**src/include/lsu_defines.svh**
```systemverilog
// Load/store unit parameters
`ifndef LSU_DEFINES_SVH
`define LSU_DEFINES_SVH

// Data path width
`define LSU_XLEN 32

// Local data RAM, 256 words of 32 bits
`define LSU_RAM_WORDS 256
`define LSU_ADDR_BITS 10

// Scoreboard tag width
`define LSU_TRANS_ID_BITS 3

// Queue and buffer depths, powers of two
`define LSU_IQ_DEPTH 2
`define LSU_SB_DEPTH 4

`endif
```
**src/hw/lsu_pkg.sv**
```systemverilog
// Load/store unit types
`include "lsu_defines.svh"

package lsu_pkg;

  typedef logic [`LSU_XLEN-1:0]          xlen_t;
  typedef logic [`LSU_ADDR_BITS-1:0]     addr_t;
  typedef logic [`LSU_ADDR_BITS-3:0]     word_addr_t;
  typedef logic [`LSU_XLEN/8-1:0]        be_t;
  typedef logic [`LSU_TRANS_ID_BITS-1:0] trans_id_t;

  typedef enum logic [3:0] {
    LB,
    LBU,
    LH,
    LHU,
    LW,
    SB,
    SH,
    SW
  } lsu_op_e;

  typedef enum logic [1:0] {
    NONE,
    LD_MISALIGNED,
    ST_MISALIGNED
  } ex_cause_e;

  // Operation as it arrives from issue
  typedef struct packed {
    lsu_op_e   op;
    xlen_t     operand_a;
    xlen_t     imm;
    xlen_t     operand_b;
    trans_id_t trans_id;
  } lsu_issue_t;

  // Decoded request held in the issue queue
  typedef struct packed {
    lsu_op_e   op;
    addr_t     vaddr;
    xlen_t     wdata;
    be_t       be;
    trans_id_t trans_id;
    logic      misaligned;
  } lsu_req_t;

  typedef struct packed {
    trans_id_t trans_id;
    xlen_t     result;
    ex_cause_e cause;
  } lsu_resp_t;

  // One access on the RAM port
  typedef struct packed {
    logic       req;
    logic       we;
    word_addr_t addr;
    be_t        be;
    xlen_t      wdata;
  } mem_req_t;

endpackage

```
**src/hw/lsu_issue_queue.sv**
```systemverilog
// Issue queue
`timescale 1ns/1ns
`include "lsu_defines.svh"

module lsu_issue_queue (
  input  logic              clk_i,
  input  logic              rst_ni,
  input  logic              flush_i,
  input  lsu_pkg::lsu_req_t req_i,
  input  logic              req_valid_i,
  output logic              req_ready_o,
  output lsu_pkg::lsu_req_t head_o,
  output logic              head_valid_o,
  input  logic              pop_ld_i,
  input  logic              pop_st_i
);
  import lsu_pkg::*;

  localparam int unsigned ptr_w = $clog2(`LSU_IQ_DEPTH);
  localparam int unsigned cnt_w = $clog2(`LSU_IQ_DEPTH + 1);

  lsu_req_t         mem_q [`LSU_IQ_DEPTH];
  logic [ptr_w-1:0] wr_ptr_q;
  logic [ptr_w-1:0] rd_ptr_q;
  logic [cnt_w-1:0] count_q;
  logic             push;
  logic             pop;

  assign req_ready_o  = count_q != cnt_w'(`LSU_IQ_DEPTH);
  assign head_valid_o = count_q != '0;
  assign head_o       = mem_q[rd_ptr_q];

  assign push = req_valid_i & req_ready_o;
  assign pop  = (pop_ld_i | pop_st_i) & head_valid_o;

  // Depth is a power of two so pointers wrap on their own
  always_ff @(posedge clk_i or negedge rst_ni) begin
    if (!rst_ni) begin
      wr_ptr_q <= '0;
      rd_ptr_q <= '0;
      count_q  <= '0;
    end else if (flush_i) begin
      wr_ptr_q <= '0;
      rd_ptr_q <= '0;
      count_q  <= '0;
    end else begin
      if (push) begin
        wr_ptr_q <= wr_ptr_q + 1'b1;
      end
      if (pop) begin
        rd_ptr_q <= rd_ptr_q + 1'b1;
      end
      count_q <= count_q + cnt_w'(push) - cnt_w'(pop);
    end
  end

  always_ff @(posedge clk_i) begin
    if (push) begin
      mem_q[wr_ptr_q] <= req_i;
    end
  end

endmodule

```
**config.mk**
```make
export PLATFORM = sky130hd
export DESIGN_NAME = lsu_issue_queue
export DESIGN_NICKNAME = d
export VERILOG_FILES = /design/src/hw/lsu_pkg.sv /design/src/hw/lsu_issue_queue.sv
export VERILOG_INCLUDE_DIRS = /design/src /design/src/include
export SDC_FILE = /design/constraint.sdc
export NUM_CORES = 1
export LEC_CHECK = 0
export BUFFER_PORTS_ARGS = -buffer_cell sky130_fd_sc_hd__buf_2
export CAP_MARGIN = 10
export CORE_MARGIN = 2
export CORE_UTILIZATION = 45
export CTS_CLUSTER_SIZE = 40
export DETAILED_ROUTE_END_ITERATION = 8
export GPL_TIMING_DRIVEN = 0
export PLACE_DENSITY_LB_ADDON = 0.25
export SLEW_MARGIN = 20
export SYNTH_ARGS = -nofsm -noshare
export SYNTH_HDL_FRONTEND = slang
export SYNTH_SLANG_ARGS = --single-unit
```
**constraint.sdc**
```tcl
create_clock -name clk_i -period 4.75 [get_ports clk_i]
set_clock_uncertainty 0.1 [all_clocks]
set_input_delay 0.7125 -clock clk_i [delete_from_list [all_inputs] [get_ports clk_i]]
set_output_delay 0.7125 -clock clk_i [all_outputs]
set_load 0.05 [all_outputs]
```
==> results.cfg <==
[power_and_ir_drop]
p_leak_nw = 2.138
power.density_mw_per_mm2 = 656.1
ir_worst_vdd_v = 0.0003012
power_mw = 3.550

[route]
first_pass_iters = 4
wire_per_inst_um = 15.49
viasPerCell = 4.590
detail-route-antenna-nets = 0
vias = 2102
wirelength_mm = 7.094
drt-initial-drc-count = 82
drc = 0

[sta]
fin_crit_sh_pct = 50.73
period_minus_slack_ns = 2.410
relSlewSlack_pct = 59.04
report.final.slew_viol_count = 0
clock.fmax_mhz = 415.0
tightest_slew_ns = 0.6130
setup_viol = 0
hold_violations = 0
rsz0062_at_grt = no
hold_ws_ns = 0.03421

[setup_path]
endpoint_kind = primary output
cp-startpoint = rd_ptr_q$_DFFE_PN0P_
criticalPathCategory = flip-flop to primary output
cp.depth = 4
reg2reg_to = count_q[1]$_DFF_PN0_
cp-start-kind = flip-flop
cp_slowest_cell = dfrtp_1
ff2ff_path_depth = 7
cp.arrival_ns = 1.60
slowest_delay_ns = 0.35
rrSetupSlack_ns = 2.92
crit_end = head_o[44]
path_cells = buf_6 > buf_12 > mux2_4 > buf_2
worstPathRequired_ns = 3.94
critical-path-top-delay-family = buffers and inverters
rr_startpoint = count_q[1]$_DFF_PN0_
path_max_fanout = 10
cp.buffers_inverters = 3

[finish]
antenna_cells = 0
fillers = 759
syn_to_final_growth_pct = 23.57
final_nets = 382
multi_input_comb_area_um2 = 933.4
layout.area.seq_mm2 = 0.003343
drive_above_1_share_pct = 60.92

[place]
gp_congestion = 0.6951
io_buffers = 115
hpwl_mm = 4.836

[cts]
clock_latency_ns = 0.36
cts_resized = 0
post_cts_buffers = 0
cts_buffers = 9
clk_path_buf_depth = 2
cts_tree = built
path_clk_slew_ns = 0.10
htreeDepth = 3
cts_root_buf = clkbuf_8
cts_hold_buf = 0
cts_sinks = 112

[logic_synthesis]
post_synth_num_cell_types = 19
yosysTopAreaCell = edfxtp_1
synth_top_area_share_pct = 74.06
netlist_area_mm2 = 0.004379
yosys.area_share.simple_pct = 1.514
synthAdderAreaFrac_pct = 0.5714
synth_enable_flop_cells = 108
yosys_warnings = 0
avgSynthCellArea_um2 = 22.93
yosysSeqAreaShare_pct = 76.34
synth_compound_area_share_pct = 0.2000
synth_area_leaders = edfxtp_1 (74%), mux2_4 (17%), buf_12 (2.3%), dfrtp_1 (2.3%), mux2_2 (1.5%)
synth.area.mux_share_pct = 18.34
syn-num-nets = 253
synthXorXnorAreaFrac_pct = 0.4000
synthArstFlopShare_pct = 3.571
synth_top_family_by_area = multiplexers
synth_seq_cells = 112
synthCells = 191
ys.flop_type = edfxtp_1

[die]
start_util_pct = 45.64
coreArea_mm2 = 0.009594
die_w_um = 102.7
die_y_um = 102.7
die_area_mm2 = 0.01054
num_rows = 36
io_pins = 116

[status]
status = finished clean

[hold_path]
min_path_type = primary input to asynchronous set/reset pin

[global_routing]
gr-total-overflow = 0
grt_pass1_vias = 2204
grt_pass1_wl_mm = 10.70
grt_start_max_net_pins = 50
antenna_found_initial = 0
grt.total_usage_pct = 13.91

[job]
drv_cap = 0
-- worst min path at each step --
stage / endpoint / slack [ns] / depth (start not counted)
3_5_place_dp: count_q[0]$_DFF_PN0_ / 0.43 / 1
6_report: count_q[0]$_DFF_PN0_ / 0.03 / 1
2_1_floorplan: count_q[0]$_DFF_PN0_ / 0.32 / 0
5_1_grt: count_q[0]$_DFF_PN0_ / 0.02 / 1
4_1_cts: count_q[0]$_DFF_PN0_ / 0.01 / 1
3_3_place_gp: count_q[0]$_DFF_PN0_ / 0.42 / 1
-- cell usage after synthesis, types with 2 or more instances --
cell,instances
buf_12,5
dfrtp_1,4
edfxtp_1,108
ha_1,2
mux2_2,6
mux2_4,49
nor2_1,4
nor2b_1,2
-- cells in the final DEF, fill, tap and decap left out --
cell type and instances:
mux2_2 6, and2_1 1, mux2_4 49, bufinv_16 1, and3_4 1, buf_6 1
clkbuf_1 1, edfxtp_1 108, inv_1 1, inv_6 1, clkinvlp_4 1, nand2_2 1
clkinv_4 2, buf_16 3, nor3_1 1, nor2_1 3, ha_1 2, or2_2 1
dfrtp_1 4, clkbuf_8 9, nor2_4 1, nand2b_2 1, xor2_1 1, clkinv_1 1
buf_2 115, nor2b_1 2, o22a_1 1, buf_12 5, xnor2_1 1
-- per-layer routing --
layer	up-vias	track usage [%]	share of wire, %
met4	0	7.077	1.7
met1	1028	16.51	42
met2	58	23.88	52
li1	1007	-	-
met3	9	3.051	4.6
met5	-	0	0
-- layout make-up --
| class | count | area share [%] |
|---|---|---|
| buffer | 6 | 2.058 |
| clock buffer | 10 | 2.358 |
| clock inverter | 6 | 1.249 |
| inverter | 1 | 0.06936 |
| multi-input combinational | 72 | 17.25 |
| sequential | 112 | 61.78 |
| tap | 133 | 3.075 |
| timing repair buffer | 118 | 12.16 |
-- cells by family after synthesis --
family | after synthesis
adders and majority gates | 2
muxes | 55
AOI/OAI and AO/OA | 1
buffers and inverters | 7
DFF | 112
and+or+nand+nor | 12
xor gates and xnor gates | 2
-- worst register-to-register path, stage by stage, from the launching register on --
cell,delay [ns]
dfrtp_1,0.45
o22a_1,0.25
ha_1,0.28
inv_1,0.04
ha_1,0.17
xor2_1,0.15
and2_1,0.16
nor3_1,0.15
-- registers in the layout, indices dropped and copies added, names as in the netlist --
register	flops
count_q	2
mem_q	108
wr_ptr_q	1
rd_ptr_q	1
-- report_power, final --
group          switching, mW  internal, mW
clock network          0.311         0.246
logic                   1.08         0.607
registers             0.0424          1.26
-- metrics by stage --
| stage | cell area [um2] | cells | setup WS, ns | setup TNS, ns | utilization [%] |
|---|---|---|---|---|---|
| 2_1_floorplan | 4379 | 191 | 1.133 | 0 | - |
| 3_3_place_gp | 5121 | 439 | -0.3293 | -17.70 | 53.38 |
| 3_5_place_dp | 5216 | 442 | 2.540 | 0 | 54.37 |
| 4_1_cts | 5411 | 458 | 2.293 | 0 | 56.40 |
| 5_1_grt | 5411 | 458 | 2.269 | 0 | 56.40 |
| 6_report | 5411 | 458 | 2.340 | 0 | 56.40 |
Note: power is estimated with default switching activity, not from simulation.
