==> config.mk <==
export PLATFORM = sky130hd
export DESIGN_NAME = load_unit
export DESIGN_NICKNAME = d
export VERILOG_FILES = /design/src/hw/lsu_pkg.sv /design/src/hw/load_unit.sv
export VERILOG_INCLUDE_DIRS = /design/src /design/src/include
export SDC_FILE = /design/constraint.sdc
export NUM_CORES = 1
export LEC_CHECK = 0
export ABC_AREA = 1
export BUFFER_PORTS_ARGS = -buffer_cell sky130_fd_sc_hd__buf_4
export CORE_ASPECT_RATIO = 2
export CORE_MARGIN = 3
export CORE_UTILIZATION = 45
export CTS_CLUSTER_SIZE = 40
export DETAILED_ROUTE_END_ITERATION = 8
export PLACE_DENSITY = 0.78
export RECOVER_POWER = 25
export SLEW_MARGIN = 25
export SYNTH_ARGS = -nofsm -noshare
export SYNTH_HDL_FRONTEND = slang
export SYNTH_SLANG_ARGS = --single-unit
==> constraint.sdc <==
create_clock -name clk_i -period 2.1 [get_ports clk_i]
set_input_delay 0.105 -clock clk_i [delete_from_list [all_inputs] [get_ports clk_i]]
set_output_delay 0.105 -clock clk_i [all_outputs]
set_load 0.02 [all_outputs]
==> src/include/lsu_defines.svh <==
// Load/store unit parameters
`ifndef LSU_DEFINES_SVH
`define LSU_DEFINES_SVH

// Data path width
`define LSU_XLEN 32

// Local data RAM, 256 words of 32 bits
`define LSU_RAM_WORDS 256
`define LSU_ADDR_BITS 10

// Scoreboard tag width
`define LSU_TRANS_ID_BITS 3

// Queue and buffer depths, powers of two
`define LSU_IQ_DEPTH 2
`define LSU_SB_DEPTH 4

`endif
==> src/hw/lsu_pkg.sv <==
// Load/store unit types
`include "lsu_defines.svh"

package lsu_pkg;

  typedef logic [`LSU_XLEN-1:0]          xlen_t;
  typedef logic [`LSU_ADDR_BITS-1:0]     addr_t;
  typedef logic [`LSU_ADDR_BITS-3:0]     word_addr_t;
  typedef logic [`LSU_XLEN/8-1:0]        be_t;
  typedef logic [`LSU_TRANS_ID_BITS-1:0] trans_id_t;

  typedef enum logic [3:0] {
    LB,
    LBU,
    LH,
    LHU,
    LW,
    SB,
    SH,
    SW
  } lsu_op_e;

  typedef enum logic [1:0] {
    NONE,
    LD_MISALIGNED,
    ST_MISALIGNED
  } ex_cause_e;

  // Operation as it arrives from issue
  typedef struct packed {
    lsu_op_e   op;
    xlen_t     operand_a;
    xlen_t     imm;
    xlen_t     operand_b;
    trans_id_t trans_id;
  } lsu_issue_t;

  // Decoded request held in the issue queue
  typedef struct packed {
    lsu_op_e   op;
    addr_t     vaddr;
    xlen_t     wdata;
    be_t       be;
    trans_id_t trans_id;
    logic      misaligned;
  } lsu_req_t;

  typedef struct packed {
    trans_id_t trans_id;
    xlen_t     result;
    ex_cause_e cause;
  } lsu_resp_t;

  // One access on the RAM port
  typedef struct packed {
    logic       req;
    logic       we;
    word_addr_t addr;
    be_t        be;
    xlen_t      wdata;
  } mem_req_t;

endpackage

==> src/hw/load_unit.sv <==
// Load unit
`timescale 1ns/1ns

module load_unit (
  input  logic                clk_i,
  input  logic                rst_ni,
  input  logic                flush_i,
  input  lsu_pkg::lsu_req_t   head_i,
  input  logic                head_valid_i,
  input  logic                word_match_i,
  input  lsu_pkg::xlen_t      rdata_i,
  output logic                pop_ld_o,
  output lsu_pkg::word_addr_t ld_word_o,
  output lsu_pkg::mem_req_t   mem_o,
  output lsu_pkg::lsu_resp_t  resp_o,
  output logic                valid_o
);
  import lsu_pkg::*;

  logic       is_load;
  logic       take_rd;
  logic       take_mis;
  // Read stage
  logic       rd_valid_q;
  lsu_op_e    rd_op_q;
  logic [1:0] rd_off_q;
  trans_id_t  rd_id_q;
  // Extend stage
  xlen_t      lane;
  xlen_t      ext;
  lsu_resp_t  resp_q;
  logic       valid_q;

  assign is_load   = head_valid_i && !(head_i.op inside {SB, SH, SW});
  assign ld_word_o = word_addr_t'(head_i.vaddr >> 2);

  // Waits on a buffered store to the same word
  assign take_rd  = is_load && !head_i.misaligned && !word_match_i && !flush_i;
  // Held back while a read is in flight so the two results never collide
  assign take_mis = is_load && head_i.misaligned && !rd_valid_q && !flush_i;
  assign pop_ld_o = take_rd | take_mis;

  assign mem_o.req   = take_rd;
  assign mem_o.we    = 1'b0;
  assign mem_o.addr  = ld_word_o;
  assign mem_o.be    = head_i.be;
  assign mem_o.wdata = '0;

  // ------------------------------
  // Lane select and extension
  // ------------------------------
  assign lane = rdata_i >> {rd_off_q, 3'b000};

  always_comb begin
    unique case (rd_op_q)
      LB:      ext = xlen_t'($signed(lane[7:0]));
      LBU:     ext = xlen_t'(lane[7:0]);
      LH:      ext = xlen_t'($signed(lane[15:0]));
      LHU:     ext = xlen_t'(lane[15:0]);
      default: ext = lane;
    endcase
  end

  always_ff @(posedge clk_i or negedge rst_ni) begin
    if (!rst_ni) begin
      rd_valid_q <= 1'b0;
      valid_q    <= 1'b0;
    end else if (flush_i) begin
      rd_valid_q <= 1'b0;
      valid_q    <= 1'b0;
    end else begin
      rd_valid_q <= take_rd;
      valid_q    <= rd_valid_q | take_mis;
    end
  end

  always_ff @(posedge clk_i) begin
    if (take_rd) begin
      rd_op_q  <= head_i.op;
      rd_off_q <= head_i.vaddr[1:0];
      rd_id_q  <= head_i.trans_id;
    end
    if (take_mis) begin
      resp_q <= '{trans_id: head_i.trans_id, result: xlen_t'(head_i.vaddr),
                  cause: LD_MISALIGNED};
    end else if (rd_valid_q) begin
      resp_q <= '{trans_id: rd_id_q, result: ext, cause: NONE};
    end
  end

  assign resp_o  = resp_q;
  assign valid_o = valid_q;

endmodule

==> impl_metrics.csv <==
group,metric,value,unit
status,status,"finished, final reports clean",
timing,fin_crit_sh,87.2,%
timing,worstMarginPinSlew,596,ps
floorplan,die_h,125,µm
setup_path,crit_slowest_cell,"dlygate4sd3_1",
power,swShare,31.2,%
hold_path,min_to,"valid_o$_DFF_PN0_",
global_routing,grt_pass1_vias,2694,
setup_path,critical_path.cell_chain,"dlygate4sd3_1 -> clkbuf_4 -> or2_1 -> nand2_1 -> nand2_1 -> nor2_1 -> buf_4 -> buf_4",
synth,ys_seq_area_share,36.7,%
cells_and_area,nFillCells,650,
setup_path,reg2reg_slack,400,ps
drt,drtIter0Drc,175,
clock_network,cts_buffer_depth,2,
floorplan,rows,42,
clock_network,clk_pin_slew,60,ps
timing,skew,4.08,ps
setup_path,path_max_fanout,6,
hold_path,hold_depth,2,
clock_network,cts.sinks,47,
timing,finalSetupTns,0,ps
synth,synthCells,456,
drt,drt-total-wl,7970,µm
global_routing,overflow,0,
placed_design,io_buffers,109,
floorplan,ios,184,
floorplan,die_area,8190,µm²
cells_and_area,nNetsFinal,636,
cells_and_area,antenna_cells,0,
placed_design,post-dp-hpwl,6040,µm
synth,syn-cell-area,3190,µm²
floorplan,start_util,47.4,%
drt,drc,0,
setup_path,worst-path-buf-inv,4,
timing,max_slew_margin,60.2,%
floorplan,core_area,6730,µm²
hold_path,hold_path.startpoint,"flush_i",
global_routing,grt_pass1_wl,12700,µm
power,p_sw,830,µW
setup_path,start_kind,"input pin",
floorplan,fp.dieW,65.5,µm
setup_path,critical_path_class,"input pin to primary output",
setup_path,arrival,1730,ps
power,p_leak,2.20,nW
global_routing,antenna_found_initial,0,
setup_path,r2r-end,"resp_o[10]$_DFFE_PP_",
timing,fmax,546,MHz
setup_path,end_kind,"primary output",
timing,holdWs,5.34,ps
timing,setup_viol,0,
power,vdd_drop_max,0.609,mV
clock_network,clkLatencyLatePin,290,ps
setup_path,crit_path_max_incr_delay,530,ps
synth,synth_area_per_cell,6.99,µm²
drt,ant_nets,0,
hold_path,holdCritPathClass,"input pin to register",
global_routing,grt_start_max_net_pins,43,
timing,fin_crit,1830,ps
flow_run,drv_cap,0,
clock_network,cts_tree,"done",
global_routing,track_usage,19.8,%
power,power_frac_clock,29.3,%
synth,yosysUniqueCellTypes,26,
clock_network,cts_made_buffers,5,
power,power.density,679,nW/µm²
setup_path,required,2000,ps
cells_and_area,area_growth_syn_to_layout,22.7,%
clock_network,cts_setup_buffers,0,
clock_network,cts_resized,0,
power,p_int,1.83,mW
timing,drv_slew,0,
drt,num_vias,2917,
timing,hold_viol_final,0,
synth,synth_seq_cells,47,
synth,synth-warning-count,0,
clock_network,postCtsHoldBufs,3,
setup_path,critPathTopFamily,"buffers and inverters",
placed_design,gp_congestion,0.852,
setup_path,ff2ff_path_depth,7,
cells_and_area,drive_above_1_share,24.2,%
power,seq_power_share,41.8,%
drt,wl_per_cell,12.6,µm
timing,rsz0062_at_grt,"no",
drt,dr.pass1.iters,4,
drt,via_per_inst,4.60,
clock_network,htree_levels,2,
power,combPwrFrac,28.9,%
setup_path,r2r_start,"rd_off_q[0]$_DFFE_PP_",
clock_network,cts_root_buf,"clkbuf_16",
-- worst max path at each step --
stage | depth (start not counted) | to | start | slack (ps)
2_1_floorplan | 4 | resp_o[10]$_DFFE_PP_ | rd_valid_q$_DFF_PN0_ | 390
3_3_place_gp | 4 | resp_o[5]$_DFFE_PP_ | rd_valid_q$_DFF_PN0_ | 460
3_5_place_dp | 4 | resp_o[5]$_DFFE_PP_ | rd_valid_q$_DFF_PN0_ | 450
4_1_cts | 8 | mem_o[45] | head_i[51] | 270
5_1_grt | 8 | mem_o[45] | head_i[51] | 190
6_report | 8 | mem_o[45] | head_i[51] | 270
-- per-layer routing --
metal	wire length [µm]	part of all wire [%]	GRT usage, %	vias to the layer above
li1	-	-	-	1495
met1	2910	37	21.9	1281
met2	4230	53	34.8	116
met3	455	5.7	2.78	25
met4	366	4.6	11.9	0
met5	0	0	0	-
-- stage by stage --
| stage | instances | instance area (µm²) | util (%) | setup slack [ps] | power, mW |
|---|---|---|---|---|---|
| 6_report | 634 | 3910 | 58.2 | 268 | 2.66 |
| 4_1_cts | 629 | 3940 | 58.6 | 273 | 2.69 |
| 2_1_floorplan | 489 | 3310 | - | 392 | 1.67 |
| 5_1_grt | 634 | 3910 | 58.2 | 186 | 2.80 |
| 3_5_place_dp | 618 | 3770 | 56.0 | 448 | 1.90 |
| 3_3_place_gp | 618 | 3770 | 56.0 | 459 | 1.89 |
-- kinds of logic after synthesis --
family	synth area share [%]
buf+inv	25.0
compound gates	6.08
other cells	0.118
simple gates	32.1
flops	36.7
-- area by class of cell --
| cell class | count | area (µm²) | area share (%) |
|---|---|---|---|
| Multi-Input combinational cell | 295 | 1340 | 34.3 |
| Sequential cell | 47 | 1170 | 29.9 |
| Timing Repair Buffer | 125 | 880 | 22.5 |
| Inverter | 71 | 267 | 6.81 |
| Clock buffer | 6 | 129 | 3.29 |
| Tap cell | 88 | 110 | 2.81 |
| Clock inverter | 2 | 12.5 | 0.320 |
-- flip-flops by register name, summed over array words and instances, names as in the netlist --
signal,cells
valid_o,1
rd_off_q,2
rd_valid_q,1
rd_op_q,4
resp_o,36
rd_id_q,3
-- Yosys cell counts --
master,count,area [µm²]
a21oi_1,17,85.1
buf_1,2,7.51
buf_2,11,55.1
buf_4,56,420
buf_6,3,33.8
clkbuf_1,4,15.0
conb_1,1,3.75
dfrtp_1,2,50.1
dfxtp_1,23,460
edfxtp_1,22,661
inv_1,69,259
inv_2,2,7.51
nand2_1,125,469
nand3_1,47,235
nand3_2,2,20.0
nand3_4,2,35.0
nand4_1,2,12.5
nor2_1,20,75.1
nor2_2,1,6.26
nor3b_4,1,18.8
o21ai_0,12,60.1
o21ai_1,1,5.00
o22ai_1,7,43.8
or2_1,1,6.26
or2_2,22,138
or3_1,1,6.26
-- power groups by stage --
stage	clock, mW	sequential [mW]	combinational, mW
3_3_place_gp	0	1.13	0.765
3_5_place_dp	0	1.13	0.774
6_report	0.779	1.11	0.767
4_1_cts	0.791	1.11	0.783
5_1_grt	0.828	1.12	0.852
2_1_floorplan	0	1.23	0.437
-- cell usage in the layout, fill, tap and decap left out, types with 5 or more instances in the layout --
cell             n
a21oi_1         17
buf_4           90
clkbuf_1        22
clkbuf_16        5
clkbuf_4         6
conb_1          34
dfxtp_1         23
dlygate4sd3_1    8
edfxtp_1        22
inv_1           69
nand2_1        125
nand3_1         47
nor2_1          20
o21ai_0         12
o22ai_1          7
or2_2           22
Note: power is estimated with default switching activity, not from simulation.
