`config.mk`:
```
export PLATFORM = sky130hd
export DESIGN_NAME = store_unit
export DESIGN_NICKNAME = d
export VERILOG_FILES = /design/src/hw/lsu_pkg.sv /design/src/hw/store_unit.sv
export VERILOG_INCLUDE_DIRS = /design/src /design/src/include
export SDC_FILE = /design/constraint.sdc
export NUM_CORES = 1
export LEC_CHECK = 0
export ABC_AREA = 1
export BUFFER_PORTS_ARGS = -buffer_cell sky130_fd_sc_hd__buf_4
export CORE_ASPECT_RATIO = 1.4
export CORE_MARGIN = 3
export CORE_UTILIZATION = 50
export DETAILED_ROUTE_END_ITERATION = 10
export HOLD_SLACK_MARGIN = 0.02
export PLACE_DENSITY = 0.69
export SKIP_LAST_GASP = 1
export SLEW_MARGIN = 15
export SYNTH_ARGS = -nofsm -noshare
export SYNTH_HDL_FRONTEND = slang
export SYNTH_SLANG_ARGS = --single-unit
```
`constraint.sdc`:
```
create_clock -name clk_i -period 3.3 [get_ports clk_i]
set_clock_uncertainty 0.1 [all_clocks]
set_input_delay 0.33 -clock clk_i [delete_from_list [all_inputs] [get_ports clk_i]]
set_output_delay 0.33 -clock clk_i [all_outputs]
set_load 0.005 [all_outputs]
```
`src/include/lsu_defines.svh`:
```
// Load/store unit parameters
`ifndef LSU_DEFINES_SVH
`define LSU_DEFINES_SVH

// Data path width
`define LSU_XLEN 32

// Local data RAM, 256 words of 32 bits
`define LSU_RAM_WORDS 256
`define LSU_ADDR_BITS 10

// Scoreboard tag width
`define LSU_TRANS_ID_BITS 3

// Queue and buffer depths, powers of two
`define LSU_IQ_DEPTH 2
`define LSU_SB_DEPTH 4

`endif
```
`src/hw/lsu_pkg.sv`:
```
// Load/store unit types
`include "lsu_defines.svh"

package lsu_pkg;

  typedef logic [`LSU_XLEN-1:0]          xlen_t;
  typedef logic [`LSU_ADDR_BITS-1:0]     addr_t;
  typedef logic [`LSU_ADDR_BITS-3:0]     word_addr_t;
  typedef logic [`LSU_XLEN/8-1:0]        be_t;
  typedef logic [`LSU_TRANS_ID_BITS-1:0] trans_id_t;

  typedef enum logic [3:0] {
    LB,
    LBU,
    LH,
    LHU,
    LW,
    SB,
    SH,
    SW
  } lsu_op_e;

  typedef enum logic [1:0] {
    NONE,
    LD_MISALIGNED,
    ST_MISALIGNED
  } ex_cause_e;

  // Operation as it arrives from issue
  typedef struct packed {
    lsu_op_e   op;
    xlen_t     operand_a;
    xlen_t     imm;
    xlen_t     operand_b;
    trans_id_t trans_id;
  } lsu_issue_t;

  // Decoded request held in the issue queue
  typedef struct packed {
    lsu_op_e   op;
    addr_t     vaddr;
    xlen_t     wdata;
    be_t       be;
    trans_id_t trans_id;
    logic      misaligned;
  } lsu_req_t;

  typedef struct packed {
    trans_id_t trans_id;
    xlen_t     result;
    ex_cause_e cause;
  } lsu_resp_t;

  // One access on the RAM port
  typedef struct packed {
    logic       req;
    logic       we;
    word_addr_t addr;
    be_t        be;
    xlen_t      wdata;
  } mem_req_t;

endpackage

```
`src/hw/store_unit.sv`:
```
// Store unit with store buffer
`timescale 1ns/1ns
`include "lsu_defines.svh"

module store_unit (
  input  logic                clk_i,
  input  logic                rst_ni,
  input  logic                flush_i,
  input  lsu_pkg::lsu_req_t   head_i,
  input  logic                head_valid_i,
  input  logic                commit_i,
  input  lsu_pkg::word_addr_t ld_word_i,
  input  logic                port_busy_i,
  output logic                pop_st_o,
  output logic                commit_ready_o,
  output logic                word_match_o,
  output logic                no_st_pending_o,
  output lsu_pkg::mem_req_t   mem_o,
  output lsu_pkg::lsu_resp_t  resp_o,
  output logic                valid_o
);
  import lsu_pkg::*;

  localparam int unsigned ptr_w = $clog2(`LSU_SB_DEPTH);

  // Entry state, committed entries sit between drain and commit pointers
  logic [`LSU_SB_DEPTH-1:0] valid_q;
  logic [`LSU_SB_DEPTH-1:0] committed_q;
  word_addr_t               word_q  [`LSU_SB_DEPTH];
  be_t                      be_q    [`LSU_SB_DEPTH];
  xlen_t                    wdata_q [`LSU_SB_DEPTH];
  logic [ptr_w-1:0]         spec_ptr_q;
  logic [ptr_w-1:0]         commit_ptr_q;
  logic [ptr_w-1:0]         drain_ptr_q;
  logic [`LSU_SB_DEPTH-1:0] match;
  logic                     is_store;
  logic                     take;
  logic                     push;
  logic                     do_commit;
  logic                     do_drain;
  lsu_resp_t                resp_q;
  logic                     resp_valid_q;

  assign is_store = head_valid_i && (head_i.op inside {SB, SH, SW});
  assign take     = is_store && !valid_q[spec_ptr_q] && !flush_i;
  // Misaligned stores answer but never enter the buffer
  assign push     = take && !head_i.misaligned;
  assign pop_st_o = take;

  assign commit_ready_o  = valid_q[commit_ptr_q] && !committed_q[commit_ptr_q] && !flush_i;
  assign do_commit       = commit_i && commit_ready_o;
  assign do_drain        = valid_q[drain_ptr_q] && committed_q[drain_ptr_q] && !port_busy_i;
  assign no_st_pending_o = ~|valid_q;

  // ------------------------------
  // Same-word check for loads
  // ------------------------------
  always_comb begin
    for (int i = 0; i < `LSU_SB_DEPTH; i++) begin
      match[i] = valid_q[i] && (word_q[i] == ld_word_i);
    end
  end
  assign word_match_o = |match;

  assign mem_o.req   = do_drain;
  assign mem_o.we    = 1'b1;
  assign mem_o.addr  = word_q[drain_ptr_q];
  assign mem_o.be    = be_q[drain_ptr_q];
  assign mem_o.wdata = wdata_q[drain_ptr_q];

  always_ff @(posedge clk_i or negedge rst_ni) begin
    if (!rst_ni) begin
      valid_q      <= '0;
      committed_q  <= '0;
      spec_ptr_q   <= '0;
      commit_ptr_q <= '0;
      drain_ptr_q  <= '0;
      resp_valid_q <= 1'b0;
    end else begin
      if (flush_i) begin
        // Only committed entries survive
        valid_q    <= valid_q & committed_q;
        spec_ptr_q <= commit_ptr_q;
      end else begin
        if (push) begin
          valid_q[spec_ptr_q] <= 1'b1;
          spec_ptr_q          <= spec_ptr_q + 1'b1;
        end
        if (do_commit) begin
          committed_q[commit_ptr_q] <= 1'b1;
          commit_ptr_q              <= commit_ptr_q + 1'b1;
        end
      end
      if (do_drain) begin
        valid_q[drain_ptr_q]     <= 1'b0;
        committed_q[drain_ptr_q] <= 1'b0;
        drain_ptr_q              <= drain_ptr_q + 1'b1;
      end
      resp_valid_q <= take;
    end
  end

  always_ff @(posedge clk_i) begin
    if (push) begin
      word_q[spec_ptr_q]  <= word_addr_t'(head_i.vaddr >> 2);
      be_q[spec_ptr_q]    <= head_i.be;
      wdata_q[spec_ptr_q] <= head_i.wdata;
    end
    if (take) begin
      resp_q <= '{trans_id: head_i.trans_id,
                  result:   head_i.misaligned ? xlen_t'(head_i.vaddr) : '0,
                  cause:    head_i.misaligned ? ST_MISALIGNED : NONE};
    end
  end

  assign resp_o  = resp_q;
  assign valid_o = resp_valid_q;

endmodule

```
==> run_results.csv <==
group,metric,value,unit
route,via_per_inst,5.27,
route,ant_nets,0,
synthesis,synthTopCellsByCount,"edfxtp_1 (190), nor2_1 (110), o21ai_0 (80)",
worst_setup_path,arrival,2.39,ns
timing,final.min_clock_period,2.82,ns
power_and_ir_drop,powerDensity,704,nW/um^2
grt,grt_max_degree,97,
finish,drive_gt1_frac,0.210,
power_and_ir_drop,p_leak,4.34,nW
run_status,outcome,"complete, no violations",
floorplan,die_y,162,um
synthesis,yosysSeqAreaShare,0.697,
synthesis,ys_seq_elements,205,
synthesis,synth_warnings,0,
min_path,hp-class,"in -> reg",
synthesis,synth-edff-count,190,
timing,setup_viol,0,
finish,final_cells,1155,
floorplan,pin_count,156,
route,drtIter0Drc,492,
synthesis,yosysTopAreaCell,"edfxtp_1",
floorplan,design.core.area,17000,um^2
grt,grt_pass1_vias,6330,
worst_setup_path,crit_slowest_cell,"dfrtp_2",
floorplan,rows,56,
timing,worst_pin_slew,0.840,ns
worst_setup_path,cp.required,2.87,ns
worst_setup_path,cp-end-kind,"output pin",
placement,dpl.hpwl,12.7,mm
cts,clock_sinks,205,
route,num_vias,6082,
finish,regArea,6080,um^2
synthesis,yosys.cell_types.count,31,
floorplan,die_w,118,um
grt,antenna_found_initial,0,
finish,nNetsFinal,990,
timing,slew_headroom,0.440,
worst_setup_path,critical_path.max_fanout,96,
synthesis,synthCells,728,
run,cap_viol_max_count,0,
synthesis,synthTopCellsByArea,"edfxtp_1 (65%), nor2_1 (4.7%), o21ai_0 (4.6%)",
timing,finalHoldViolations,0,
finish,diodes,0,
cts,cts_root_buf,"clkbuf_16",
finish,n_fill_cell,1274,
grt,grt_usage,0.208,
route,drc,0,
synthesis,synth_top_area_share,0.654,
worst_setup_path,cp-start-kind,"register",
placement,gp_congestion,0.879,
synthesis,synth_most_common_cell,"edfxtp_1",
timing,setup-tns-final,0,ns
grt,grt_pass1_wl,31.9,mm
synthesis,synth_flop_cell,"edfxtp_1",
synthesis,synthArstFlopShare,0.0732,
worst_setup_path,critical_path_class,"reg -> out",
timing,min_period_over_period,0.853,
power_and_ir_drop,peakVddDrop,0.575,mV
finish,multiInputGateArea,2170,um^2
finish,syn2layout_area_growth,26.5,%
cts,clock_latency,0.48,ns
cts,cts_tree,"built",
placement,placement.io_buffers,131,
placement,dp.cells,1069,
synthesis,syn_area,8730,um^2
cts,htreeDepth,1,
worst_setup_path,slowest_delay,0.91,ns
synthesis,avgSynthCellArea,12.0,um^2
grt,grt-ovfl-total,0,
cts,cts_resized,0,
route,dr.pass1.iters,7,
cts,clkSlewWorstSetupHoldPaths,0.06,ns
cts,cts_made_buffers,21,
route,routed_wl,20.2,mm
timing,rsz0062_at_grt,"false",
cts,clockBufferDepth,3,
floorplan,initial_core_util,0.515,
route,avgRoutedWirePerCell,17.5,um
timing,max_freq,355,MHz
worst_setup_path,crit_chain,"inv_2 > buf_12 > nand2_1 > nand3_1 > nand2_2 > nand2_2 > inv_2 > buf_4",
floorplan,die_area,19100,um^2
timing,slew_violations,0,
==> metrics by stage <==
| stage | setup slack [ns] | power [mW] | util | hold slack (ns) | area [um^2] |
|---|---|---|---|---|---|
| after floorplan | 1.02 | 4.38 | - | -0.0656 | 8810 |
| final | 0.484 | 7.77 | 0.651 | 0.0515 | 11000 |
| after detailed placement | 1.01 | 5.45 | 0.581 | 0.103 | 9860 |
| after global routing | 0.291 | 8.19 | 0.651 | 0.0489 | 11000 |
| after CTS | 0.503 | 7.82 | 0.651 | 0.0400 | 11000 |
| after global placement | 1.06 | 5.38 | 0.581 | 0.0987 | 9860 |
==> flip-flops by register name, summed over array words and instances, names as in the netlist <==
name          cells
be_q             16
commit_ptr_q      2
committed_q       4
drain_ptr_q       2
resp_o           14
spec_ptr_q        2
valid_o           1
valid_q           4
wdata_q         128
word_q           32
==> layout make-up <==
type / instances / share of cell area
clock buffers: 25 / 0.0490
clock inverters: 11 / 0.0122
inverters: 54 / 0.0184
multi-input cells: 435 / 0.197
flip-flops and latches: 205 / 0.551
well taps: 232 / 0.0263
repair buffers: 193 / 0.146
==> what timing repair did <==
action                                 in CTS  in global routing
hold buffers                               50                  0
endpoints found under the hold margin     196                  0
buffers inserted                            0                  0
==> cell usage in the layout, fill, tap and decap left out, types with 6 or more instances in the layout <==
cell,Yosys,layout
o22ai_1,43,43
ha_1,12,12
dlygate4sd3_1,0,50
inv_2,3,7
nand3_1,25,25
xnor2_1,6,6
nand2_1,69,69
o21ai_1,21,21
clkbuf_16,0,21
o21ai_0,80,80
nor2_1,110,110
inv_1,51,47
dfrtp_1,15,14
a21oi_1,21,21
edfxtp_1,190,190
buf_4,28,140
conb_1,2,24
==> critical path: cells and delay by family (launching register included) <==
family,cells,cell delay (ns)
flip-flops,1,0.91
buffers and inverters,4,0.54
AND/OR/NAND/NOR,4,0.42
==> power breakdown <==
group / internal (mW) / total (mW) / switching [mW]
clock: 1.41 / 2.33 / 0.928
combinational: 1.04 / 2.36 / 1.32
sequential: 2.92 / 3.07 / 0.157
total: 5.37 / 7.77 / 2.41
==> cell families (layout without fill, tap and decap cells) <==
group / Yosys count / in the layout / share of synthesized area
DFF: 205 / 205 / 0.697
buffers and inverters: 110 / 283 / 0.0637
other: 2 / 24 / 0.000861
xor gates and xnor gates: 10 / 10 / 0.0100
AOI/OAI and AO/OA: 166 / 166 / 0.102
adders and majority gates: 12 / 12 / 0.0172
and+or+nand+nor: 223 / 223 / 0.110
==> path summary, 6_finish.rpt <==
kind,startpoint,end,slack [ns],cells past startpoint
max in group asynchronous,rst_ni,drain_ptr_q[0],2.77,2
setup reg to reg,spec_ptr_q[0],wdata_q[2][29],1.12,7
setup / recovery,drain_ptr_q[0],mem_o[45],0.48,8
hold / removal,commit_i,commit_ptr_q[0],0.05,3
min in group asynchronous,rst_ni,committed_q[0],0.14,2
hold reg to reg,committed_q[3],committed_q[3],0.45,2
==> layer usage <==
metal / global-route usage / wire, um / vias to the layer above
met3: 0.0394 / 1410 / 39
met2: 0.376 / 10500 / 251
met4: 0.0709 / 423 / 0
met5: 0 / 0 / -
met1: 0.250 / 7870 / 2911
li1: - / - / 2881
Note: power is estimated with default switching activity, not from simulation.
