File: config.mk
export PLATFORM = sky130hd
export DESIGN_NAME = lsu_agu
export DESIGN_NICKNAME = d
export VERILOG_FILES = /design/src/hw/lsu_pkg.sv /design/src/hw/lsu_agu.sv
export VERILOG_INCLUDE_DIRS = /design/src /design/src/include
export SDC_FILE = /design/constraint.sdc
export NUM_CORES = 1
export LEC_CHECK = 0
export BUFFER_PORTS_ARGS = -buffer_cell sky130_fd_sc_hd__buf_2
export CAP_MARGIN = 20
export CORE_ASPECT_RATIO = 1.4
export CORE_MARGIN = 5
export CORE_UTILIZATION = 32
export DETAILED_ROUTE_END_ITERATION = 10
export PLACE_DENSITY = 0.93
export RECOVER_POWER = 25
export SYNTH_ARGS = -nofsm -noshare
export SYNTH_HDL_FRONTEND = slang
export SYNTH_SLANG_ARGS = --single-unit
File: constraint.sdc
create_clock -name vclk -period 2.4
set_input_delay 0.24 -clock vclk [all_inputs]
set_output_delay 0.24 -clock vclk [all_outputs]
set_load 0.1 [all_outputs]
File: src/include/lsu_defines.svh
// Load/store unit parameters
`ifndef LSU_DEFINES_SVH
`define LSU_DEFINES_SVH

// Data path width
`define LSU_XLEN 32

// Local data RAM, 256 words of 32 bits
`define LSU_RAM_WORDS 256
`define LSU_ADDR_BITS 10

// Scoreboard tag width
`define LSU_TRANS_ID_BITS 3

// Queue and buffer depths, powers of two
`define LSU_IQ_DEPTH 2
`define LSU_SB_DEPTH 4

`endif
File: src/hw/lsu_pkg.sv
// Load/store unit types
`include "lsu_defines.svh"

package lsu_pkg;

  typedef logic [`LSU_XLEN-1:0]          xlen_t;
  typedef logic [`LSU_ADDR_BITS-1:0]     addr_t;
  typedef logic [`LSU_ADDR_BITS-3:0]     word_addr_t;
  typedef logic [`LSU_XLEN/8-1:0]        be_t;
  typedef logic [`LSU_TRANS_ID_BITS-1:0] trans_id_t;

  typedef enum logic [3:0] {
    LB,
    LBU,
    LH,
    LHU,
    LW,
    SB,
    SH,
    SW
  } lsu_op_e;

  typedef enum logic [1:0] {
    NONE,
    LD_MISALIGNED,
    ST_MISALIGNED
  } ex_cause_e;

  // Operation as it arrives from issue
  typedef struct packed {
    lsu_op_e   op;
    xlen_t     operand_a;
    xlen_t     imm;
    xlen_t     operand_b;
    trans_id_t trans_id;
  } lsu_issue_t;

  // Decoded request held in the issue queue
  typedef struct packed {
    lsu_op_e   op;
    addr_t     vaddr;
    xlen_t     wdata;
    be_t       be;
    trans_id_t trans_id;
    logic      misaligned;
  } lsu_req_t;

  typedef struct packed {
    trans_id_t trans_id;
    xlen_t     result;
    ex_cause_e cause;
  } lsu_resp_t;

  // One access on the RAM port
  typedef struct packed {
    logic       req;
    logic       we;
    word_addr_t addr;
    be_t        be;
    xlen_t      wdata;
  } mem_req_t;

endpackage

File: src/hw/lsu_agu.sv
// Address generation and decode
`timescale 1ns/1ns

module lsu_agu (
  input  lsu_pkg::lsu_issue_t issue_i,
  output lsu_pkg::lsu_req_t   req_o
);
  import lsu_pkg::*;

  addr_t      vaddr;
  logic [1:0] offset;
  be_t        be;
  logic       misaligned;

  // Physical address, upper sum bits fall outside the RAM
  assign vaddr  = addr_t'(issue_i.operand_a + issue_i.imm);
  assign offset = vaddr[1:0];

  // ------------------------------
  // Byte enables and alignment
  // ------------------------------
  always_comb begin
    be         = '1;
    misaligned = 1'b0;
    unique case (issue_i.op)
      LB, LBU, SB: begin
        be = be_t'(4'b0001) << offset;
      end
      LH, LHU, SH: begin
        be         = be_t'(4'b0011) << offset;
        misaligned = offset[0];
      end
      // Word accesses
      default: begin
        misaligned = |offset;
      end
    endcase
  end

  assign req_o.op         = issue_i.op;
  assign req_o.vaddr      = vaddr;
  // Store data moves into its byte lane
  assign req_o.wdata      = issue_i.operand_b << {offset, 3'b000};
  assign req_o.be         = be;
  assign req_o.trans_id   = issue_i.trans_id;
  assign req_o.misaligned = misaligned;

endmodule

==> summary.md, run 1 <==
| Metric | Value |
|---|---|
| Status | `finished clean` |
| Total wire length | `between 4 and 5 mm` |
| Setup violators final | `0` |
| Die W | `a little under 60 µm` |
| Mapped Area | `1080 µm²` |
| Reg area | `0 µm²` |
| CORE AREA | `3320 µm²` |
| Largest net degree at the start of global routing | `38` |
| Final hold vios | `0` |
| Slew headroom | `22.6%` |
| Worst hold path depth | `0` |
| Register area share after synthesis | `0%` |
| Pint | `between 0.0006 and 0.0007 W` |
| Number of global-route vias before repair | `1658` |
| Total Routing Usage GR | `roughly a fifth` |
| Fin crit period | `2.34 ns` |
| Worst slew pin tran | `1.17 ns` |
| Gate power share | `100.0%` |
| Seq cells | `0` |
| Slew Viols, Final | `0` |
| DR vias | `1596` |
| Worst path arrival time | `2.10 ns` |
| P per Cell Area | `787 nW/µm²` |
| Commonest cells after routing, fill and taps aside | `68 x buf_2, 25 x buf_12, 16 x mux2i_1` |
| Cell taking the most area after synthesis | `mux2i_1` |
| Startpoint types | `primary input` |
| Syn. warnings | `0` |
| I/O pin count | `about 160` |
| Antenna violations before repair | `0` |
| Final Hold Slack | `0.480 ns` |
| Gate Count Post-Synth | `between 150 and 200` |
| Initial core utilization | `between 30% and 40%` |
| Sw frac | `68.7%` |
| Ant. Diodes | `0` |
| Crit path required time | `~2.2 ns` |
| Final Core Density | `75.9%` |
| Total congestion overflow | `0` |
| Leak | `1.16 nW` |
| DP Wirelength | `roughly 4 mm` |
| Post-layout nets | `approximately 380` |
| Max Cap Violations | `0` |
| Clock network power share | `0%` |
| Fin area | `2520 µm²` |
| Synth top area share | `14.8%` |
| Synth unique cells | `33` |
| Fin Setup TNS | `0 ns` |
| DIE AREA | `4660 µm²` |
| Layout cell share with drive strength beyond 1 | `66.4%` |
| Router iterations before antenna repair | `4` |
| Hold Startpoint | `issue_i[2]` |
| Post-Syn Nets | `272` |
| First-pass GRT wire length | `7.25 mm` |
| Hold Path Class | `in2out` |
| Avg Vias per Cell | `5.28` |
| Tcrit/Tclk final | `about 98%` |
| Initial detailed-routing violation count | `35` |
| Synth top area cells | `mux2i_1 15%, ha_1 10%, a21oi_1 6.9%, a211oi_1 6.2%, buf_4 6.2%` |
| DRC Markers | `0` |
| Max Clock Freq | `427 MHz` |
| Worst vdd ir | `just under 0.5 mV` |
| Placement Rows | `25` |
| Antenna Nets Post-Route | `0` |
| Reg power frac | `0%` |
| Type of the worst setup path | `in2out` |
| Critical Path End Type | `output pin` |
| Clock Buffer Count | `0` |
| Port bufs | `107` |
| Cell Area, Placed | `2470 µm²` |
| RSZ-0062 raised after global routing | `no` |
| WL/cell | `15.6 µm` |
| P&R area growth vs syn | `132%` |
| Max FO, Critical Path | `12` |
| Worst hold path endpoint | `req_o[3]` |
| Syn_area_per_cell | `6.81 µm²` |
| Commonest non-fill, non-tap cell in the layout | `buf_2` |
| Gpl congestion | `0.762` |
| Net switching power | `0.00136 W` |
| Die height | `78.8 µm` |
## cells in the mapped netlist
cell       instances
nor2b_1           10
xor2_1             3
a2111oi_4          1
inv_1              1
buf_2              2
clkbuf_1           5
xnor2_1            6
o21ai_1            1
nor3b_1            1
fa_1               1
and2_1             9
nand2_1           14
or2_2              1
o2111ai_1          1
a31oi_1            1
or3_1              1
mux2i_1           16
ha_1               9
nor3_1             2
nand3_1            3
a211oi_1           9
nor3_2             2
a21o_1             2
buf_1              1
a21oi_1           15
and3_2             1
nor2_1            17
buf_4              9
o211ai_1           2
o211a_1            1
o21ai_0           10
and3_4             1
o31ai_1            1
## worst max-delay path, cell delays in order
cell      delay (ns)
buf_2           0.11
ha_4            0.16
fa_4            0.78
buf_8           0.19
buf_16          0.20
a211oi_4        0.05
a21oi_4         0.16
buf_12          0.19
## layer usage
layer	track usage, %	part of all wire (%)	up-vias
met5	0	0	-
met4	2.04	0.83	0
met1	17.4	31	734
li1	-	-	765
met2	39.5	55	91
met3	6.02	13	6
## repair_timing
action	4_1_cts	5_1_grt
hold buffers	0	0
setup buffers	0	3
setup endpoints to repair	17	22
resized for setup	5	11
pin swaps	0	1
## how the worst max path moves through the flow
stage | start | endpoint | slack, ns | cells past startpoint
5_1_grt | issue_i[35] | req_o[34] | 0.0009 | 8
2_1_floorplan | issue_i[35] | req_o[32] | -0.23 | 6
3_3_place_gp | issue_i[35] | req_o[14] | -0.17 | 6
3_5_place_dp | issue_i[67] | req_o[10] | -0.17 | 6
6_report | issue_i[67] | req_o[34] | 0.06 | 8
4_1_cts | issue_i[67] | req_o[14] | -0.002 | 6
## power groups by stage
stage / combinational, W / clock [W] / sequential [W]
floorplan: 0.00146 / 0 / 0
global placement: 0.00195 / 0 / 0
detailed placement: 0.00198 / 0 / 0
CTS: 0.00199 / 0 / 0
global route: 0.00204 / 0 / 0
finish: 0.00198 / 0 / 0
## through the flow
step / total power, W / setup WS [ns] / std cells
global route: 0.00204 / 0.000851 / 302
CTS: 0.00199 / -0.00191 / 299
floorplan: 0.00146 / -0.227 / 159
detailed placement: 0.00198 / -0.168 / 299
finish: 0.00198 / 0.0578 / 302
global placement: 0.00195 / -0.172 / 299
## area by class of cell
| class | instances | area, µm² |
|---|---|---|
| timing repair buffer | 120 | 1050 |
| fill | 217 | 800 |
| multi-input combinational | 141 | 1410 |
| tap | 40 | 50.0 |
| inverter | 1 | 3.75 |
## cell families after synthesis
logic type / count (synthesis) / synth area share (%)
xor+xnor: 9 / 7.28
simple gates: 62 / 29.5
fa+ha+maj: 10 / 12.3
mux: 16 / 14.8
compound gates: 44 / 26.6
buf+inv: 18 / 9.59
No activity file was read; power rests on OpenSTA's default activity.
==> run 2, diff against run 1 <==
--- a/config.mk
+++ b/config.mk
@@ -6,13 +6,14 @@
 export SDC_FILE = /design/constraint.sdc
 export NUM_CORES = 1
 export LEC_CHECK = 0
+export ABC_AREA = 1
 export BUFFER_PORTS_ARGS = -buffer_cell sky130_fd_sc_hd__buf_2
 export CAP_MARGIN = 20
 export CORE_ASPECT_RATIO = 1.4
 export CORE_MARGIN = 5
-export CORE_UTILIZATION = 32
+export CORE_UTILIZATION = 31
 export DETAILED_ROUTE_END_ITERATION = 10
-export PLACE_DENSITY = 0.93
+export PLACE_DENSITY = 0.83
 export RECOVER_POWER = 25
 export SYNTH_ARGS = -nofsm -noshare
 export SYNTH_HDL_FRONTEND = slang
==> run 2 against run 1 <==
Against the previous run: count of clock-buffer cells in the layout unchanged; fmax grew 3.2%; synthesized cell count up 27%; worst hold slack unchanged; worst setup slack better by 0.072 ns; critical path depth decreased by 1; sequential cell count unchanged; critical endpoint is now req_o[30].
==> summary.md, run 2 <==
| Metric | Value |
|---|---|
| DP Wirelength | `4.13 mm` |
| Worst vdd ir | `0.604 mV` |
| Layout cell share with drive strength beyond 1 | `between 40% and 50%` |
| Final hold vios | `0` |
| Most frequent cell after synthesis | `nand2_1` |
| P&R area growth vs syn | `103%` |
| CORE AREA | `3350 µm²` |
| Antenna Nets Post-Route | `0` |
| Tcrit/Tclk final | `~95%` |
| Register area share after synthesis | `0%` |
| P per Cell Area | `817 nW/µm²` |
| Total Routing Usage GR | `between 10% and 20%` |
| Gate Count Post-Synth | `just over 200` |
| Max Clock Freq | `441 MHz` |
| Initial core utilization | `a little under a third` |
| Post-CTS setup buffers | `0` |
| Antenna violations before repair | `0` |
| Fin crit period | `2.27 ns` |
| CTS resizes | `0` |
| Total congestion overflow | `0` |
| Fin Setup TNS | `0 ns` |
| Cell taking the most area after synthesis | `nand2_1` |
| Top cells by count, synth | `53 x nand2_1, 33 x nor2_1, 21 x inv_1` |
| Port bufs | `107` |
| WL/cell | `14.1 µm` |
| Total wire length | `4.73 mm` |
| Leak | `1.11 nW` |
| Number of global-route vias before repair | `between 1500 and 2000` |
| Non-filler cells, final | `336` |
| Dpl cells | `336` |
| Worst path arrival time | `2.03 ns` |
| Commonest cells after routing, fill and taps aside | `70 x buf_2, 53 x nand2_1, 30 x nor2_1` |
| Ant. Diodes | `0` |
| First-pass GRT wire length | `7.33 mm` |
| Max FO, Critical Path | `19` |
| Placement Rows | `25` |
| Hold Path Class | `in2out` |
| Gpl congestion | `between 0.8 and 0.9` |
| Worst slew pin tran | `1.18 ns` |
| DIE AREA | `4750 µm²` |
| Post-Syn Nets | `between 300 and 400` |
| Initial detailed-routing violation count | `~130` |
| Die height | `79.6 µm` |
| Synth unique cells | `25` |
| Synth top area cells | `nand2_1 19%, nor2_1 12%, ha_1 11%, o21ai_0 7.9%, inv_1 7.4%` |
| Max Cap Violations | `0` |
| I/O pin count | `157` |
| Final Hold Slack | `0.480 ns` |
| Type of the worst setup path | `in2out` |
| Router iterations before antenna repair | `4` |
| Syn_area_per_cell | `about 5.3 µm²` |
| Critical Path End Type | `output pin` |
| Setup violators final | `0` |
| Slew Viols, Final | `0` |
| Commonest non-fill, non-tap cell in the layout | `buf_2` |
| Mapped Area | `1070 µm²` |
| Status | `finished clean` |
| Largest net degree at the start of global routing | `38` |
| Startpoint types | `primary input` |
| Seq cells | `0` |
| Synth top area share | `roughly 19%` |
| Syn. warnings | `0` |
| Die W | `59.7 µm` |
| Crit path required time | `2.16 ns` |
| RSZ-0062 raised after global routing | `no` |
| DRC Markers | `0` |
| Avg Vias per Cell | `5.13` |
| Post-layout nets | `411` |
| Clock Buffer Count | `0` |
| Hold buffer count at cts | `0` |
| DR vias | `1722` |
| Reg area | `0 µm²` |
| Slew headroom | `between 20 and 25%` |
run 2: power breakdown:
group | internal (W) | total (W) | switching, W
sequential | 0 | 0 | 0
clock | 0 | 0 | 0
combinational | 0.000481 | 0.00177 | 0.00129
run 2: area by class of cell:
type / count / area [µm²]
timing repair buffer: 110 / 970
tap: 40 / 50.0
inverter: 23 / 86.3
fill: 272 / 1180
multi-input combinational: 163 / 1060
run 2: kinds of logic after synthesis:
kind of cell	count (synthesis)	synth area share [%]
and+or+nand+nor	98	36.6
AOI/OAI and AO/OA	50	27.1
buffers and inverters	39	19.9
adders and majority gates	10	12.4
xor gates and xnor gates	5	4.09
run 2: stage by stage:
stage | power (W) | area [µm²] | setup WS (ns) | util (%)
4_1_cts | 0.00181 | 2220 | 0.112 | 66.4
6_report | 0.00177 | 2170 | 0.130 | 64.8
3_5_place_dp | 0.00181 | 2220 | 0.115 | 66.4
5_1_grt | 0.00184 | 2170 | 0.0383 | 64.8
2_1_floorplan | 0.00133 | 1290 | -0.686 | -
3_3_place_gp | 0.00179 | 2220 | 0.135 | 66.4
run 2: metal layers:
layer | global-route usage, % | share of wire (%) | vias up | wire length (µm)
li1 | - | - | 847 | -
met1 | 21.2 | 35 | 785 | 1640
met3 | 2.10 | 11 | 0 | 526
met5 | 0 | 0 | - | 0
met4 | 0.222 | 0 | 0 | 0
met2 | 37.9 | 54 | 90 | 2570
run 2: path summary, 6_finish.rpt:
kind | startpoint | endpoint | slack [ns] | cells past startpoint
max | issue_i[35] | req_o[30] | 0.13 | 7
min | issue_i[0] | req_o[1] | 0.48 | 0
run 2: worst max-delay path, cell delays in order:
cell and delay (ns):
buf_2 0.11, ha_4 0.17, fa_2 0.58, buf_12 0.16
nand2_2 0.26, o22ai_4 0.28, buf_12 0.20
